===== src/source/sdram_cmd_pkg.sv =====
`default_nettype none

package sdram_cmd_pkg;

    localparam int N_SRC          = 2;
    localparam int CMD_FIFO_DEPTH = 4;
    localparam int CREDIT_W       = $clog2(CMD_FIFO_DEPTH + 1);

    typedef logic [12:0] row_t;
    typedef logic [1:0]  bank_t;
    typedef logic [8:0]  col_t;
    typedef logic [15:0] data_t;
    typedef logic [0:0]  tag_t;     // index of the issuing source

    typedef logic [CREDIT_W-1:0]               credit_t;
    typedef logic [$clog2(CMD_FIFO_DEPTH)-1:0] fifo_ptr_t;

    typedef struct packed {
        logic  write;
        bank_t bank;
        row_t  row;
        col_t  col;
        data_t data;
    } dram_access_t;

    typedef struct packed {
        dram_access_t acs;
        tag_t         tag;
    } cmd_t;

    // {cs_n, ras_n, cas_n, we_n}
    typedef logic [3:0] pin_cmd_t;

    localparam pin_cmd_t PIN_NOP = 4'b0111;
    localparam pin_cmd_t PIN_ACT = 4'b0011;
    localparam pin_cmd_t PIN_RD  = 4'b0101;
    localparam pin_cmd_t PIN_WR  = 4'b0100;
    localparam pin_cmd_t PIN_PRE = 4'b0010;
    localparam pin_cmd_t PIN_REF = 4'b0001;
    localparam pin_cmd_t PIN_MRS = 4'b0000;

    typedef enum logic [3:0] {
        S_INIT_WAIT,
        S_INIT_PRE,
        S_INIT_REF1,
        S_INIT_REF2,
        S_INIT_MRS,
        S_IDLE,
        S_ACT,
        S_RW_WAIT,
        S_REF_WAIT
    } io_state_t;

endpackage

`default_nettype wire


===== src/source/sdram_cmd_fifo.sv =====
`default_nettype none

module sdram_cmd_fifo import sdram_cmd_pkg::*; (
    input  wire   CLK,
    input  wire   RESET_IN,

    input  logic  cmd_push,
    input  cmd_t  cmd_data,

    input  logic  cmd_pop,
    output logic  cmd_valid,
    output cmd_t  head_cmd,

    output logic  credit_ret
);

cmd_t      mem [CMD_FIFO_DEPTH];
fifo_ptr_t wr_ptr;
fifo_ptr_t rd_ptr;
credit_t   count;
logic      pop;

assign cmd_valid  = (count != '0);
assign head_cmd   = mem[rd_ptr];
assign pop        = cmd_pop && cmd_valid;
assign credit_ret = pop;            // slot is free again

always_ff @(posedge CLK or posedge RESET_IN) begin
    if (RESET_IN) begin
        wr_ptr <= '0;
        rd_ptr <= '0;
        count  <= '0;
    end else begin
        if (cmd_push)
            wr_ptr <= wr_ptr + 1'b1;    // depth is a power of two, wraps by itself
        if (pop)
            rd_ptr <= rd_ptr + 1'b1;
        case ({cmd_push, pop})
            2'b10:   count <= count + 1'b1;
            2'b01:   count <= count - 1'b1;
            default: count <= count;
        endcase
    end
end

// no full check, the arbiter only pushes with a credit in hand
always_ff @(posedge CLK) begin
    if (cmd_push)
        mem[wr_ptr] <= cmd_data;
end

endmodule

`default_nettype wire


===== config.mk =====
export PLATFORM = sky130hd
export DESIGN_NAME = sdram_cmd_fifo
export DESIGN_NICKNAME = d
export VERILOG_FILES = /design/src/source/sdram_cmd_pkg.sv /design/src/source/sdram_cmd_fifo.sv
export SDC_FILE = /design/constraint.sdc
export NUM_CORES = 1
export LEC_CHECK = 0
export BUFFER_PORTS_ARGS = -buffer_cell sky130_fd_sc_hd__buf_2
export CAP_MARGIN = 25
export CELL_PAD_IN_SITES_DETAIL_PLACEMENT = 1
export CELL_PAD_IN_SITES_GLOBAL_PLACEMENT = 2
export CORE_MARGIN = 1
export CORE_UTILIZATION = 48
export CTS_BUF_LIST = sky130_fd_sc_hd__clkbuf_16
export CTS_CLUSTER_DIAMETER = 100
export DETAILED_ROUTE_END_ITERATION = 12
export PLACE_DENSITY = 0.81
export SLEW_MARGIN = 20
export SYNTH_ARGS = -nofsm -noshare
export SYNTH_HDL_FRONTEND = slang
export SYNTH_SLANG_ARGS = --single-unit

===== constraint.sdc =====
create_clock -name CLK -period 3.2 [get_ports CLK]
set_input_delay 0.48 -clock CLK [delete_from_list [all_inputs] [get_ports CLK]]
set_output_delay 0.48 -clock CLK [all_outputs]
set_load 0.02 [all_outputs]

# Word-level counts from Yosys, hierarchy flattened
# Memory sizes are Yosys's and may differ from the RTL's.
# Cells that the tools add are included.
[word_totals] in_bits=46 mem_count=1 word_cells=16 ram_bits=168 reg_bits=7 output_inout_bits=44
[classes] addsub=4 mux=3 n_eq_ne=2 n_reduce_logical=3
[mem_list] memory="mem" words=4 word_bits=42 read_ports=1 rd_clocked_by_memory_dff=0 write_ports=1 line="sdram_cmd_fifo.sv:17" text="cmd_t mem [CMD_FIFO_DEPTH];"
[ops] operator="case mux 3 bit (2 select lines)" count=1
[ops] operator="adder 2 x 1 -> 2 bit, second input constant" count=2
[ops] operator="adder 3 x 1 -> 3 bit, second input constant" count=1
[ops] operator="nonzero test 3 bit" count=1
[ops] operator="subtractor 3 x 1 -> 3 bit, second input constant" count=1
[ops] operator="== test 2 x 1 -> 1 bit, second input constant" count=1
[ops] operator="== test 2 bit, second input constant" count=1
[ops] operator="2-to-1 mux 1 bit" count=2
[ops] operator="nonzero test 2 bit" count=1
[ops] operator="logical AND 1 bit" count=1

# Logic depth before layout (Yosys ltp)
[depth] word_depth=4 mapped_depth=7

# Least setup slack after synthesis
# Ideal clock, no wire load.
[synth_timing] path_type="register to register" startpoint="register wr_ptr[0]" endpoint="memory mem[2][0] in the netlist's numbering (enable)" setup_time_ps=403 t_required_ps=2797 arrival_ps=1634 stages_incl_launch_ff=4 path_buffers=0 path_slack_ps=1163 path_cell_list="dfrtp_1 -> inv_1 -> ha_1 -> and2_1"
[synth_lines] element="start: declaration" line="sdram_cmd_fifo.sv:18" text="fifo_ptr_t wr_ptr;"
[synth_lines] element="start signal: assignment" line="sdram_cmd_fifo.sv:35" text="wr_ptr <= wr_ptr + 1'b1;"
[synth_lines] element="end: declaration" line="sdram_cmd_fifo.sv:17"
# No word-level cell before the write port.

==> impl_metrics.csv <==
group,metric,value,unit
status,status,"finished, final reports clean",
timing,finalCritPeriodShare,84.5,%
logic_synthesis,yosys_warnings,0,
cts,cts.reportedPaths.clkPinSlew,0.06,ns
timing,final-setup-viol-count,0,
finish,area_growth,20.2,%
floorplanning,dieWidth,119,um
cts,post_cts_resized,0,
cts,cts_buffers,17,
worst_hold_path,hp-start,"cmd_data[25]",
floorplanning,die_y,119,um
timing,min_period,2.71,ns
logic_synthesis,ys_top_cells_by_area,"edfxtp_1 77%, mux4_2 13%, dfrtp_1 2.7%",
logic_synthesis,syn_inst,257,
setup_path,crit_arrival,2.23,ns
floorplanning,start_util,49.3,%
setup_path,critical_path_required,2.72,ns
cts,clockBufferDepth,2,
power,power.leakage,2.77,nW
cts,htreeDepth,4,
timing,finalClockSkew,0.00625,ns
logic_synthesis,synthMuxAreaShare,14.9,%
worst_hold_path,hold_path_class,"in -> reg",
cts,cts_setup_buffers,0,
finish,multi_input_area,1170,um2
timing,hold_viol,0,
placed_design,hpwl,7370,um
setup_path,path_class,"reg -> out",
setup_path,startpoint_type,"flop",
power,power_density,972,nW/um2
grt,grt_overflow,0,
logic_synthesis,synth-simple-area-share,0.652,%
setup_path,r2r_start,"wr_ptr[0]",
timing,hold_slack,0.278,ns
route,vias_per_cell,5.24,
finish,nFillCells,1151,
logic_synthesis,synth_compound_area_share,0.211,%
grt,grt_pass1_wl,18200,um
floorplanning,fp-row-count,42,
grt,grt_start_max_net_pins,28,
worst_hold_path,hold_path_end,"mem[1][25]",
placed_design,routabilityCongestion,0.655,
setup_path,rr_worst_depth,4,
logic_synthesis,synth_area,6530,um2
route,dr_total_vias,2907,
logic_synthesis,synth_cell_types,19,
setup_path,cp_max_fo,18,
route,drtPass1Iterations,4,
route,antenna_left,0,
grt,grt_pass1_vias,3327,
timing,fmaxAchievable,370,MHz
worst_hold_path,hold_depth,1,
finish,utilization,59.2,%
route,first_iter_violations,165,
floorplanning,io_pins,90,
logic_synthesis,yosysTopAreaCell,"edfxtp_1",
logic_synthesis,synth.ff_latch_count,175,
timing,slew_viol_final,0,
logic_synthesis,yosys.area_share.adder,1.27,%
grt,gr-usage-all-layers,18.2,%
placed_design,place_area,7210,um2
logic_synthesis,ys_seq_area_share,80.0,%
timing,rsz0062_at_grt,"no",
finish,layout_commonest_cell,"edfxtp_1",
finish,layout_common_cells,"168 x edfxtp_1, 89 x buf_2, 38 x mux4_2",
logic_synthesis,synth_top_family_by_area,"multiplexers",
finish,design_area,7850,um2
finish,final_nets,418,
setup_path,reg2reg_slack,1.30,ns
floorplanning,fp.coreArea,13200,um2
logic_synthesis,synth_top_area_share,77.3,%
placed_design,dp.cells,522,
timing,relSlewSlack,55.0,%
finish,regArea,5220,um2
cts,cts_tree,"yes",
flow_run,cap_viol_max_count,0,
route,post-route-drc-count,0,
setup_path,r2r_end,"mem[2][39]",
finish,drive_gt1_share,45.0,%
setup_path,crit_path_start,"rd_ptr[0]",
setup_path,worst_setup_path_end_kind,"output pin",
logic_synthesis,postSynthAreaPerCell,25.4,um2
cts,numClockSinks,175,
logic_synthesis,synthXorXnorAreaFrac,0.805,%
route,wl,11600,um
logic_synthesis,syn-num-nets,309,
cts,cts_root_buf,"clkbuf_16",
finish,instances_no_fill,555,
timing,worst_slew_pin_slew,0.675,ns
placed_design,io_buffers,89,
cts,insertion_delay,0.42,ns
power,vdd_drop_max,0.000441,V
route,wl_per_cell,20.9,um
cts,ctsHoldBuffers,1,
grt,antenna_found_initial,1,
floorplanning,dieArea,14100,um2
timing,fin_tns_setup,0,ns
## cell families after synthesis
kind of cell | after synthesis
buf+inv | 17
xor+xnor | 6
simple gates | 8
flops | 175
fa+ha+maj | 6
compound gates | 2
mux | 43
## cells in the mapped netlist (all sizes together)
| master | number |
|---|---|
| dfrtp | 7 |
| o21ai | 1 |
| xnor2 | 2 |
| edfxtp | 168 |
| mux4 | 42 |
| ha | 5 |
| nor2 | 1 |
| buf | 10 |
| or3 | 1 |
| mux2i | 1 |
| o31a | 1 |
| nand2 | 2 |
| and2 | 4 |
| inv | 7 |
| xor2 | 4 |
| fa | 1 |
## through the flow
step | setup slack (ns) | power, mW
floorplan | 1.16 | 4.87
global placement | 0.876 | 5.51
detailed placement | 0.843 | 5.58
CTS | 0.405 | 7.76
global route | 0.345 | 7.98
finish | 0.495 | 7.63
## layer usage
| metal | part of all wire (%) | vias up | global-route usage, % |
|---|---|---|---|
| met5 | 0 | - | 0 |
| met4 | 1.1 | 0 | 7.67 |
| met3 | 5.4 | 11 | 5.98 |
| met2 | 53 | 75 | 30.2 |
| met1 | 40 | 1522 | 21.8 |
| li1 | - | 1299 | - |
## where the power goes
group          internal (mW)  switching [mW]  leakage [nW]
Clock                   1.37           0.786         0.310
Sequential              3.01           0.249          1.62
Combinational          0.978            1.24         0.839
Total                   5.35            2.28          2.77
## registers in the layout (all words and copies together) (netlist names)
register	count
rd_ptr	2
mem	168
wr_ptr	2
count	3
## how the worst max path moves through the flow
stage	endpoint	slack (ns)	cells after the start
after CTS	head_cmd[1]	0.40	3
after detailed placement	head_cmd[1]	0.84	3
after floorplan	mem[2][0]	1.16	3
after global routing	head_cmd[1]	0.35	3
after global placement	head_cmd[1]	0.88	3
final	head_cmd[0]	0.49	3
## critical path, cell delays in order (launching register included)
cell     delay (ns)
dfrtp_2        0.81
buf_12         0.26
mux4_1         0.57
buf_2          0.18
## layout make-up
cell class	instances	area share [%]
clock inverter	14	2.57
tap	176	2.81
timing repair buffer	100	7.40
sequential	175	66.6
multi-input combinational	65	14.9
clock buffer	17	5.42
inverter	7	0.335
antenna	1	0.0319
(Power assumes the default switching activity.)
